`config.mk`:
```
export PLATFORM = sky130hd
export DESIGN_NAME = sd_host
export DESIGN_NICKNAME = d
export VERILOG_FILES = /design/src/hw/sd_pkg.sv /design/src/hw/zport_pkg.sv /design/src/hw/sd_host.sv /design/src/hw/sd_spi_master.sv /design/src/hw/sync_fifo.sv /design/src/hw/zsd_ports.sv
export VERILOG_INCLUDE_DIRS = /design/src /design/src/hw
export SDC_FILE = /design/constraint.sdc
export NUM_CORES = 1
export LEC_CHECK = 0
export BUFFER_PORTS_ARGS = -buffer_cell sky130_fd_sc_hd__buf_4
export CAP_MARGIN = 40
export CORE_MARGIN = 4
export CORE_UTILIZATION = 50
export DETAILED_ROUTE_END_ITERATION = 8
export PLACE_DENSITY = 0.76
export SYNTH_ARGS = -nofsm -noshare
export SYNTH_HDL_FRONTEND = slang
export SYNTH_HIERARCHICAL = 1
export SYNTH_SLANG_ARGS = --single-unit
```
`constraint.sdc`:
```
create_clock -name fclk -period 3.75 [get_ports fclk]
set_clock_uncertainty 0.05 [all_clocks]
set_input_delay 0.375 -clock fclk [delete_from_list [all_inputs] [get_ports fclk]]
set_output_delay 0.375 -clock fclk [all_outputs]
set_load 0.02 [all_outputs]
```
`src/hw/sd_consts.svh`:
```
`ifndef SD_CONSTS_SVH
`define SD_CONSTS_SVH

////////////////////
// z80 port map
////////////////////

// sd data port, low address byte
`define SD_DATA_PORT 8'h57

// sd control and status port
`define SD_CTRL_PORT 8'h77

////////////////////
// queues and spi
////////////////////

// entries in each of the two queues
`define SD_FIFO_DEPTH 8

// fclk cycles per sdclk half period
`define SD_CLK_DIV 2

`endif

```
`src/hw/sd_pkg.sv`:
```
`default_nettype none

package sd_pkg;

	// shift a byte, or load a new chip select level
	typedef enum logic {
		TX_SHIFT,
		TX_CS
	} tx_kind_t;

	// transmit queue entry
	// for TX_CS, data[0] is the new sdcs_n level
	typedef struct packed {
		tx_kind_t   kind;
		logic [7:0] data;
	} tx_item_t;

	// one byte clocked in from sddi
	typedef logic [7:0] rx_byte_t;

	// spi master FSM
	typedef enum logic [1:0] {
		SPI_IDLE,
		SPI_CS,
		SPI_SHIFT
	} spi_state_t;

endpackage

`default_nettype wire

```
`src/hw/zport_pkg.sv`:
```
`default_nettype none

package zport_pkg;

	// one byte on the z80 data bus
	typedef logic [7:0] port_byte_t;

	// status byte seen at the control port
	typedef struct packed {
		logic [3:0] rsvd;
		logic       overrun;
		logic       busy;
		logic       rx_empty;
		logic       tx_full;
	} sd_status_t;

	// which sd port the low address selects
	typedef enum logic [1:0] {
		PORT_NONE,
		PORT_DATA,
		PORT_CTRL
	} port_sel_t;

endpackage

`default_nettype wire

```
`src/hw/sd_host.sv`:
```
`timescale 1ns/1ns
`default_nettype none

`include "sd_consts.svh"

module sd_host (
	input  wire                        fclk,
	input  wire                        rst_n,

	// z80 port access
	input  wire zport_pkg::port_byte_t a,
	input  wire zport_pkg::port_byte_t din,
	input  wire                        iowr,
	input  wire                        iord,
	output zport_pkg::port_byte_t      dout,
	output logic                       dout_ena,

	// sd card
	output logic                       sdcs_n,
	output logic                       sdclk,
	output logic                       sddo,
	input  wire                        sddi
);

	// transmit path
	wire                   tx_push;
	wire sd_pkg::tx_item_t tx_item;
	wire                   tx_pop;
	wire sd_pkg::tx_item_t tx_head;
	wire                   tx_full;
	wire                   tx_empty;

	// receive path
	wire                   rx_push;
	wire sd_pkg::rx_byte_t rx_byte;
	wire                   rx_pop;
	wire sd_pkg::rx_byte_t rx_head;
	wire                   rx_full;
	wire                   rx_empty;

	wire                   busy;

	zsd_ports u_ports (
		.fclk     (fclk),
		.rst_n    (rst_n),
		.a        (a),
		.din      (din),
		.iowr     (iowr),
		.iord     (iord),
		.dout     (dout),
		.dout_ena (dout_ena),
		.tx_full  (tx_full),
		.tx_push  (tx_push),
		.tx_item  (tx_item),
		.rx_empty (rx_empty),
		.rx_head  (rx_head),
		.rx_pop   (rx_pop),
		.busy     (busy)
	);

	sync_fifo #(
		.payload_t (sd_pkg::tx_item_t),
		.depth     (`SD_FIFO_DEPTH)
	) u_tx_fifo (
		.fclk  (fclk),
		.rst_n (rst_n),
		.push  (tx_push),
		.wdata (tx_item),
		.pop   (tx_pop),
		.rdata (tx_head),
		.full  (tx_full),
		.empty (tx_empty)
	);

	sync_fifo #(
		.payload_t (sd_pkg::rx_byte_t),
		.depth     (`SD_FIFO_DEPTH)
	) u_rx_fifo (
		.fclk  (fclk),
		.rst_n (rst_n),
		.push  (rx_push),
		.wdata (rx_byte),
		.pop   (rx_pop),
		.rdata (rx_head),
		.full  (rx_full),
		.empty (rx_empty)
	);

	sd_spi_master u_spi (
		.fclk     (fclk),
		.rst_n    (rst_n),
		.tx_empty (tx_empty),
		.tx_head  (tx_head),
		.tx_pop   (tx_pop),
		.rx_full  (rx_full),
		.rx_push  (rx_push),
		.rx_byte  (rx_byte),
		.busy     (busy),
		.sdcs_n   (sdcs_n),
		.sdclk    (sdclk),
		.sddo     (sddo),
		.sddi     (sddi)
	);

endmodule

`default_nettype wire

```
`src/hw/sd_spi_master.sv`:
```
`timescale 1ns/1ns
`default_nettype none

`include "sd_consts.svh"

module sd_spi_master (
	input  wire                   fclk,
	input  wire                   rst_n,

	// transmit queue head
	input  wire                   tx_empty,
	input  wire sd_pkg::tx_item_t tx_head,
	output logic                  tx_pop,

	// receive queue
	input  wire                   rx_full,
	output logic                  rx_push,
	output sd_pkg::rx_byte_t      rx_byte,

	output logic                  busy,

	// sd card pins
	output logic                  sdcs_n,
	output logic                  sdclk,
	output logic                  sddo,
	input  wire                   sddi
);

	localparam int div_w = (`SD_CLK_DIV > 1) ? $clog2(`SD_CLK_DIV) : 1;

	sd_pkg::spi_state_t state;
	logic [div_w-1:0]   div_cnt;
	logic [2:0]         bit_cnt;
	logic [7:0]         tx_sr;
	logic [7:0]         rx_sr;
	logic               half_end;
	logic               take;

	// a shift item waits while the reply would have nowhere to go
	assign take = (state == sd_pkg::SPI_IDLE) && !tx_empty &&
		(tx_head.kind == sd_pkg::TX_CS || !rx_full);

	assign tx_pop   = take;
	assign half_end = (div_cnt == div_w'(`SD_CLK_DIV - 1));
	assign busy     = (state != sd_pkg::SPI_IDLE);

	// last half period of the eighth bit
	assign rx_push = (state == sd_pkg::SPI_SHIFT) && half_end && sdclk && (bit_cnt == 3'd7);
	assign rx_byte = rx_sr;

	////////////////////
	// control
	////////////////////

	always_ff @(posedge fclk or negedge rst_n) begin
		if (!rst_n) begin
			state   <= sd_pkg::SPI_IDLE;
			div_cnt <= '0;
			bit_cnt <= '0;
			sdcs_n  <= 1'b1;
			sdclk   <= 1'b0;
			sddo    <= 1'b1;
		end else begin
			case (state)
				sd_pkg::SPI_IDLE: begin
					if (take) begin
						div_cnt <= '0;
						bit_cnt <= '0;
						if (tx_head.kind == sd_pkg::TX_CS) begin
							state <= sd_pkg::SPI_CS;
						end else begin
							state <= sd_pkg::SPI_SHIFT;
							// msb ready before the first rise
							sddo  <= tx_head.data[7];
						end
					end
				end

				sd_pkg::SPI_CS: begin
					sdcs_n <= tx_sr[0];
					state  <= sd_pkg::SPI_IDLE;
				end

				sd_pkg::SPI_SHIFT: begin
					if (half_end) begin
						div_cnt <= '0;
						sdclk   <= !sdclk;
						// falling edge, next bit out
						if (sdclk) begin
							bit_cnt <= bit_cnt + 3'd1;
							if (bit_cnt == 3'd7) begin
								state <= sd_pkg::SPI_IDLE;
								sddo  <= 1'b1;
							end else begin
								sddo <= tx_sr[6];
							end
						end
					end else begin
						div_cnt <= div_cnt + div_w'(1);
					end
				end

				default: state <= sd_pkg::SPI_IDLE;
			endcase
		end
	end

	////////////////////
	// shift registers
	////////////////////

	always_ff @(posedge fclk) begin
		if (take)
			tx_sr <= tx_head.data;
		else if (state == sd_pkg::SPI_SHIFT && half_end && sdclk)
			tx_sr <= {tx_sr[6:0], 1'b0};

		// sddi taken as sdclk rises
		if (state == sd_pkg::SPI_SHIFT && half_end && !sdclk)
			rx_sr <= {rx_sr[6:0], sddi};
	end

endmodule

`default_nettype wire

```
`src/hw/sync_fifo.sv`:
```
`timescale 1ns/1ns
`default_nettype none

module sync_fifo #(
	parameter type payload_t = logic [7:0],
	parameter int  depth     = 8
) (
	input  wire           fclk,
	input  wire           rst_n,

	input  wire           push,
	input  wire payload_t wdata,
	input  wire           pop,

	output payload_t      rdata,
	output logic          full,
	output logic          empty
);

	localparam int ptr_w = (depth > 1) ? $clog2(depth) : 1;
	localparam int cnt_w = $clog2(depth + 1);

	payload_t         mem [depth];
	logic [ptr_w-1:0] wr_ptr;
	logic [ptr_w-1:0] rd_ptr;
	logic [cnt_w-1:0] count;

	function automatic logic [ptr_w-1:0] ptr_next(input logic [ptr_w-1:0] ptr);
		if (ptr == ptr_w'(depth - 1))
			return '0;
		return ptr + ptr_w'(1);
	endfunction

	////////////////////
	// storage
	////////////////////

	always_ff @(posedge fclk) begin
		if (push)
			mem[wr_ptr] <= wdata;
	end

	// head shown without a register stage
	assign rdata = mem[rd_ptr];

	////////////////////
	// pointers and fill level
	////////////////////

	always_ff @(posedge fclk or negedge rst_n) begin
		if (!rst_n) begin
			wr_ptr <= '0;
			rd_ptr <= '0;
			count  <= '0;
		end else begin
			if (push)
				wr_ptr <= ptr_next(wr_ptr);
			if (pop)
				rd_ptr <= ptr_next(rd_ptr);

			// push and pop together keep the level
			case ({push, pop})
				2'b10:   count <= count + cnt_w'(1);
				2'b01:   count <= count - cnt_w'(1);
				default: count <= count;
			endcase
		end
	end

	assign full  = (count == cnt_w'(depth));
	assign empty = (count == '0);

endmodule

`default_nettype wire

```
`src/hw/zsd_ports.sv`:
```
`timescale 1ns/1ns
`default_nettype none

`include "sd_consts.svh"

module zsd_ports (
	input  wire                   fclk,
	input  wire                   rst_n,

	// z80 side, strobes already on fclk
	input  wire zport_pkg::port_byte_t a,
	input  wire zport_pkg::port_byte_t din,
	input  wire                   iowr,
	input  wire                   iord,
	output zport_pkg::port_byte_t dout,
	output logic                  dout_ena,

	// transmit queue
	input  wire                   tx_full,
	output logic                  tx_push,
	output sd_pkg::tx_item_t      tx_item,

	// receive queue
	input  wire                   rx_empty,
	input  wire sd_pkg::rx_byte_t rx_head,
	output logic                  rx_pop,

	// spi master
	input  wire                   busy
);

	zport_pkg::port_sel_t  sel;
	zport_pkg::sd_status_t status;
	logic                  hit;
	logic                  overrun;

	////////////////////
	// decode
	////////////////////

	always_comb begin
		if (a == `SD_DATA_PORT)
			sel = zport_pkg::PORT_DATA;
		else if (a == `SD_CTRL_PORT)
			sel = zport_pkg::PORT_CTRL;
		else
			sel = zport_pkg::PORT_NONE;
	end

	assign hit = (sel != zport_pkg::PORT_NONE);

	////////////////////
	// writes
	////////////////////

	// dropped when full, overrun flags it
	assign tx_push = iowr && hit && !tx_full;

	always_comb begin
		tx_item = '0;
		if (sel == zport_pkg::PORT_CTRL) begin
			tx_item.kind = sd_pkg::TX_CS;
			tx_item.data = {7'd0, din[0]};
		end else begin
			tx_item.kind = sd_pkg::TX_SHIFT;
			tx_item.data = din;
		end
	end

	// sticky until the status is read
	always_ff @(posedge fclk or negedge rst_n) begin
		if (!rst_n)
			overrun <= 1'b0;
		else if (iowr && hit && tx_full)
			overrun <= 1'b1;
		else if (iord && sel == zport_pkg::PORT_CTRL)
			overrun <= 1'b0;
	end

	////////////////////
	// reads
	////////////////////

	always_comb begin
		status          = '0;
		status.tx_full  = tx_full;
		status.rx_empty = rx_empty;
		status.busy     = busy;
		status.overrun  = overrun;
	end

	// head leaves the queue at the end of the read
	assign rx_pop = iord && sel == zport_pkg::PORT_DATA && !rx_empty;

	always_comb begin
		case (sel)
			zport_pkg::PORT_DATA: dout = rx_empty ? 8'hFF : rx_head;
			zport_pkg::PORT_CTRL: dout = zport_pkg::port_byte_t'(status);
			default:              dout = 8'hFF;
		endcase
	end

	assign dout_ena = iord && hit;

endmodule

`default_nettype wire

```
==> results of run 1 <==
worst register-to-register path, delay by kind of cell, from the launching register on:
kind	cells	cell delay [ns]
flops	1	0.41
compound gates	1	0.15
mux	2	0.89
fa+ha+maj	2	0.42
xor+xnor	3	0.50
simple gates	3	0.41
cell usage in the layout, fill, tap and decap left out, types with 4 or more instances in the layout:
| master | count |
|---|---|
| mux2_4 | 8 |
| clkbuf_16 | 17 |
| nor2b_1 | 7 |
| nand2b_1 | 10 |
| edfxtp_1 | 151 |
| buf_4 | 54 |
| mux4_2 | 9 |
| mux4_1 | 25 |
| ha_1 | 16 |
| dfrtp_1 | 28 |
| mux2_2 | 27 |
| xor2_1 | 8 |
| inv_1 | 7 |
| o21ai_0 | 6 |
| and2_1 | 4 |
| bufinv_16 | 4 |
| o21a_1 | 4 |
| a21oi_1 | 6 |
| nand2_1 | 12 |
| nor2_1 | 22 |
| and2_4 | 5 |
power by group:
| part | internal, mW | switching, mW | total, mW |
|---|---|---|---|
| registers | 2.40 | 0.189 | 2.59 |
| logic | 0.589 | 0.499 | 1.09 |
| clock network | 1.15 | 0.719 | 1.87 |
| total | 4.14 | 1.41 | 5.55 |
layout make-up:
class | instances | area [um2] | area share
flip-flops and latches | 181 | 5290 | 0.593
multi-input cells | 214 | 2320 | 0.260
inverters | 8 | 30.0 | 0.00337
clock inverters | 11 | 173 | 0.0194
well taps | 188 | 235 | 0.0264
clock buffers | 21 | 460 | 0.0516
repair buffers | 55 | 415 | 0.0466
logic make-up after synthesis:
logic type / Yosys count / share of synthesized area
buffers and inverters: 20 / 0.0167
flip-flops: 181 / 0.684
multiplexers: 70 / 0.167
AND/OR/NAND/NOR: 89 / 0.0685
XOR/XNOR: 11 / 0.0125
AO/OA/AOI/OAI: 28 / 0.0245
adder cells (fa/ha/maj): 16 / 0.0259
per-layer routing:
layer | track usage | vias to the layer above | wire length (um) | part of all wire
li1 | - | 1791 | - | -
met1 | 0.209 | 1956 | 5710 | 0.41
met2 | 0.288 | 66 | 7400 | 0.53
met3 | 0.0469 | 16 | 522 | 0.038
met4 | 0.0554 | 0 | 201 | 0.015
met5 | 0 | - | 0 | 0
stage by stage:
stage,cell area [um2],total power [mW]
6_report,8920,5.55
5_1_grt,8920,5.81
4_1_cts,8910,5.60
3_5_place_dp,8270,3.72
3_3_place_gp,8210,3.66
2_1_floorplan,7720,3.42
worst max path at each step:
stage	from	to	slack (ns)	cells past startpoint
global route	u_tx_fifo/rd_ptr[0]$_DFFE_PN0P_	u_tx_fifo/count[2]$_DFFE_PN0P_	0.62	11
global placement	u_tx_fifo/rd_ptr[0]$_DFFE_PN0P_	u_tx_fifo/count[2]$_DFFE_PN0P_	0.94	11
CTS	u_tx_fifo/rd_ptr[0]$_DFFE_PN0P_	u_tx_fifo/count[2]$_DFFE_PN0P_	0.81	11
detailed placement	u_tx_fifo/rd_ptr[0]$_DFFE_PN0P_	u_tx_fifo/count[2]$_DFFE_PN0P_	0.84	11
finish	u_tx_fifo/rd_ptr[0]$_DFFE_PN0P_	u_tx_fifo/count[2]$_DFFE_PN0P_	0.80	11
floorplan	u_tx_fifo/rd_ptr[0]$_DFFE_PN0P_	u_tx_fifo/count[2]$_DFFE_PN0P_	0.78	12
sequential cells by signal (all words and copies together), names as in the netlist, 3 cells and up:
name	cells
u_tx_fifo/wr_ptr	3
u_rx_fifo/wr_ptr	3
u_spi/rx_byte	8
u_rx_fifo/mem	64
u_tx_fifo/count	4
u_spi/bit_cnt	3
u_rx_fifo/rd_ptr	3
u_rx_fifo/count	4
u_tx_fifo/mem	72
u_tx_fifo/rd_ptr	3
u_spi/tx_sr	7
==> results.yml, run 1 <==
outcome:
  outcome: "complete, no violations"
setup_path:
  path_buf_inv: 0
  required_ns: 4.01
  crit-reg2reg-launch: "u_tx_fifo/rd_ptr[0]$_DFFE_PN0P_"
  reg2reg_setup_slack_ns: 0.80
  setup.worst_path.end_class: "flop"
  path_delay_family: "multiplexers"
  cp_data_arrival_time_ns: 3.20
  worstReg2RegEnd: "u_tx_fifo/count[2]$_DFFE_PN0P_"
  setup.worst_path.start_class: "flop"
  ff2ff_path_depth: 11
  criticalPathCategory: "flop to flop"
  cp_cell_sequence: "mux4_1 -> mux2_2 -> and2b_4 -> nor3_4 -> ha_1 -> xor2_1 -> ha_1 -> a21oi_1 -> xor2_1 -> nor2_1 -> xor2_1"
  crit_path_top_delay_cell: "mux4_1"
  slowest_delay_ns: 0.57
  worstPathMaxFanout: 5
  critical-path-top-cell-by-count: "xor2_1"
timing:
  post_route_clock_period_utilization: 0.785
  worst-slew-pin-transition_ns: 0.768
  setup_viol: 0
  tns_ns: 0
  fmax_ghz: 0.340
  final.hold.worst_slack_ns: 0.0715
  slew_viol_final: 0
  timing.slew.headroom: 0.488
  grt_setup_unrepaired: "false"
  final_hold_viol_count: 0
  period_needed_ns: 2.95
  fin_ws_ns: 0.805
yosys:
  synth.lib_cells_used.distinct: 52
  yosys.area.top_type: "edfxtp_1"
  synth_edf_count: 151
  synth-async-reset-ratio: 0.166
  synth.top_cells.by_count: "edfxtp_1, dfrtp_1, mux2_2, mux4_1, nor2_1"
  syn-num-nets: 452
  ys_warn_count: 6
  netlist_instances: 415
  synth_flop_cell: "edfxtp_1"
  synth_most_common_cell: "edfxtp_1"
  synthesized_area_um2: 7720
  postSynthAreaPerCell_um2: 18.6
  synth_top_area_share: 0.587
  synth_sequential_area_ratio: 0.684
  ys_top_cells_by_area: "edfxtp_1, dfrtp_1, mux4_1"
  postSynthRegisterBits: 181
power:
  powerDensity_nw_per_um2: 622
  peakVddDrop_uv: 465
  power.leakage_nw: 3.27
route:
  route.detailed.drc: 0
  ant_nets: 0
  dr.first_iter.drc_count: 249
  routed_wirelength_um: 13800
  detail_route.wl_per_cell_um: 20.4
  vias_per_cell: 5.65
  vias: 3829
  drt_pre_antenna_iters: 5
cells_and_area:
  antenna-diode-count: 0
  finish.net_count: 514
  layout.filler_cells: 1066
  post_layout_nonfiller_instances: 678
  area_delta_synth_final_pct: 15.5
  post_route_cells_drive_above_1_share: 0.296
  layout.core_utilization: 0.589
floorplan:
  design.core.area_um2: 15100
  dieWidth_um: 132
  num_rows: 45
  die_area_um2: 17500
  dieHeight_um: 132
  io-pin-count: 33
  initial_core_util: 0.510
job:
  max_cap_viol_count: 0
min_path:
  hold_path_depth: 1
  worstHoldPathType: "input pin to flop"
  min_to: "u_spi/rx_byte[0]$_DFFE_PP_"
  worst_hold_startpoint: "sddi"
place:
  dpl.cell_count: 644
  finalWeightedCongestion: 0.778
  detailedPlace.worstSlack_ns: 0.839
  hpwl_um: 9370
  buffer_ports.inserted: 32
clock_network:
  clock_insertion_delay_worst_skew_ns: 0.42
  cts_sinks: 181
  htree_num_levels: 4
  tritoncts: "built"
  cts_buffers: 17
  cts_resized: 0
  cts-hold-fix-buffers: 1
  cts_root_buffer: "clkbuf_16"
  clk_pin_slew_ns: 0.07
  cts_setup_buffers: 0
  cts-root-to-sink-buffers: 2
global_route:
  grt_first_pass_wirelength_um: 22300
  first_global_vias: 4030
  grt_overflow: 0
  grt_start_max_net_pins: 31
  gr-usage-all-layers: 0.168
  antenna_found_initial: 0
No activity file was read; power rests on OpenSTA's default activity.
==> run 2: changes to the inputs <==
--- a/config.mk
+++ b/config.mk
@@ -11,7 +11,7 @@
 export CORE_MARGIN = 4
 export CORE_UTILIZATION = 50
 export DETAILED_ROUTE_END_ITERATION = 8
-export PLACE_DENSITY = 0.76
+export PLACE_DENSITY = 0.78
 export SYNTH_ARGS = -nofsm -noshare
 export SYNTH_HDL_FRONTEND = slang
 export SYNTH_HIERARCHICAL = 1
==> constraint.sdc (replaced) <==
create_clock -name fclk -period 2.5 [get_ports fclk]
set_clock_uncertainty 0.05 [all_clocks]
set_input_delay 0.25 -clock fclk [delete_from_list [all_inputs] [get_ports fclk]]
set_output_delay 0.25 -clock fclk [all_outputs]
set_load 0.02 [all_outputs]
==> run 2 against run 1 <==
The flow now finishes with violations (negative setup slack). Register-to-register slack worse by 1.1 ns. Sequential power grew 47%. Global-route usage increased by 0.83 points. Combinational power increased by 99%. Maximum frequency increased by 7.1%. Critical path type unchanged.
==> results.yml, run 2 (synthesis results as in run 1) <==
outcome:
  outcome: "finished with violations"
  violations_in_the_final_reports: "negative setup slack"
floorplan:
  dieHeight_um: 132
  dieWidth_um: 132
  die_area_um2: 17500
  initial_core_util: 0.510
  num_rows: 45
  io-pin-count: 33
  design.core.area_um2: 15100
clock_network:
  cts_root_buffer: "clkbuf_16"
  tritoncts: "built"
  cts-root-to-sink-buffers: 2
  cts_sinks: 181
  clock_insertion_delay_worst_skew_ns: 0.43
  htree_num_levels: 4
  cts_buffers: 17
  clk_pin_slew_ns: 0.07
setup_path:
  setup.worst_path.start_class: "flop"
  crit_path_top_delay_cell: "mux4_2"
  worstSetupEndpoint: "u_tx_fifo/count[2]$_DFFE_PN0P_"
  cp_data_arrival_time_ns: 3.01
  reg2reg_setup_slack_ns: -0.25
  crit-reg2reg-launch: "u_tx_fifo/rd_ptr[0]$_DFFE_PN0P_"
  ff2ff_path_depth: 11
  worst-path-stages: 11
  worstPathMaxFanout: 3
  setup.worst_path.end_class: "flop"
  cp_cell_sequence: "mux4_2 -> mux2_4 -> and2b_4 -> nor3_4 -> ha_4 -> xor2_2 -> ha_4 -> a21oi_2 -> xor2_1 -> nor2_1 -> xor2_1"
  required_ns: 2.76
  slowest_delay_ns: 0.51
  setup.worst_path.start: "u_tx_fifo/rd_ptr[0]$_DFFE_PN0P_"
  path_delay_family: "multiplexers"
  worstReg2RegEnd: "u_tx_fifo/count[2]$_DFFE_PN0P_"
  criticalPathCategory: "flop to flop"
  path_buf_inv: 0
power:
  powerDensity_nw_per_um2: 923
  totalPowerFinal_mw: 8.51
  power.leakage_nw: 3.36
  peakVddDrop_uv: 651
timing:
  slew_viol_final: 0
  post_route_clock_period_utilization: 1.10
  grt_setup_unrepaired: "true"
  worst-slew-pin-transition_ns: 0.715
  setup_viol: 3
  fin_ws_ns: -0.250
  fmax_ghz: 0.364
  tns_ns: -0.513
  final_hold_viol_count: 0
  timing.slew.headroom: 0.521
  period_needed_ns: 2.75
cells_and_area:
  post_route_cells_drive_above_1_share: 0.371
  biggest_register: "u_tx_fifo/mem"
  finish.net_count: 542
  layout.cells.most_common_list: "edfxtp_1, buf_4, dfrtp_1"
  final_common_cell: "edfxtp_1"
  antenna-diode-count: 0
  largest_register_ffs: 72
  area_delta_synth_final_pct: 19.3
place:
  finalWeightedCongestion: 0.820
  hpwl_um: 9470
  detailedPlace.worstSlack_ns: -0.264
  buffer_ports.inserted: 32
job:
  max_cap_viol_count: 0
global_route:
  grt_start_max_net_pins: 31
  gr-usage-all-layers: 0.177
  antenna_found_initial: 0
  grt_overflow: 0
  grt_first_pass_wirelength_um: 23100
  first_global_vias: 4142
route:
  vias: 4041
  drt_pre_antenna_iters: 5
  dr.first_iter.drc_count: 284
  vias_per_cell: 5.73
  route.detailed.drc: 0
  ant_nets: 0
  detail_route.wl_per_cell_um: 21.2
  routed_wirelength_um: 15000
min_path:
  worstHoldPathType: "input pin to flop"
  worst_hold_startpoint: "iowr"
[run 2: cell count changes in the layout (fill, tap and decap cells not counted), moves of 3 or more]
cell / change
buf_4: +10
inv_6: +3
buf_6: +13
mux4_2: +10
ha_1: -3
bufinv_16: -3
mux4_1: -10
ha_4: +3
[run 2: worst min path at each step]
stage	end	slack [ns]	cells after the start
floorplan	u_ports/overrun$_DFFE_PN0P_	-0.1	0
global placement	u_spi/bit_cnt[0]$_DFFE_PN0P_	0.16	1
detailed placement	u_spi/bit_cnt[1]$_DFFE_PN0P_	0.17	1
CTS	u_ports/overrun$_DFFE_PN0P_	0.03	2
global route	u_ports/overrun$_DFFE_PN0P_	0.04	2
finish	u_ports/overrun$_DFFE_PN0P_	0.05	2
[run 2: where the power goes]
part / internal (mW) / leakage, nW / switching, mW
Sequential: 3.60 / 1.74 / 0.196
Combinational: 1.17 / 1.35 / 1.01
Clock: 1.39 / 0.269 / 1.15
Total: 6.16 / 3.36 / 2.35
[run 2: metrics by stage]
step / hold slack (ns) / area (um2) / util / std cells
after floorplan: -0.0956 / 7730 / - / 415
after global placement: 0.160 / 8380 / 0.553 / 658
after detailed placement: 0.166 / 8440 / 0.557 / 664
after CTS: 0.0291 / 9180 / 0.606 / 703
after global routing: 0.0417 / 9220 / 0.609 / 705
final: 0.0466 / 9220 / 0.609 / 705
[run 2: layout make-up]
class                      count  area, um2
sequential                   181       5290
fill                        1056       5930
clock inverter                14        143
timing repair buffer          83        722
multi-input combinational    214       2370
inverter                       8       30.0
tap                          188        235
clock buffer                  17        425
[run 2: what timing repair did]
item                       in CTS  in global routing
cloned                          1                  1
hold buffers                    3                  0
pin swaps                      11                 10
setup buffers                   4                  2
hold endpoints to repair       37                  0
setup endpoints to repair      12                 17
resized for setup              16                 15
[run 2: worst register-to-register path, cell delays in order (launching register included)]
cell     delay [ns]
dfrtp_1        0.41
mux4_2         0.51
mux2_4         0.28
and2b_4        0.27
nor3_4         0.06
ha_4           0.17
xor2_2         0.16
ha_4           0.17
a21oi_2        0.13
xor2_1         0.19
nor2_1         0.09
xor2_1         0.14
[run 2: metal layers]
metal / track usage / up-vias / share of wire
li1: - / 1835 / -
met1: 0.221 / 2086 / 0.41
met2: 0.304 / 97 / 0.53
met3: 0.0454 / 23 / 0.048
met4: 0.0566 / 0 / 0.015
met5: 0 / - / 0
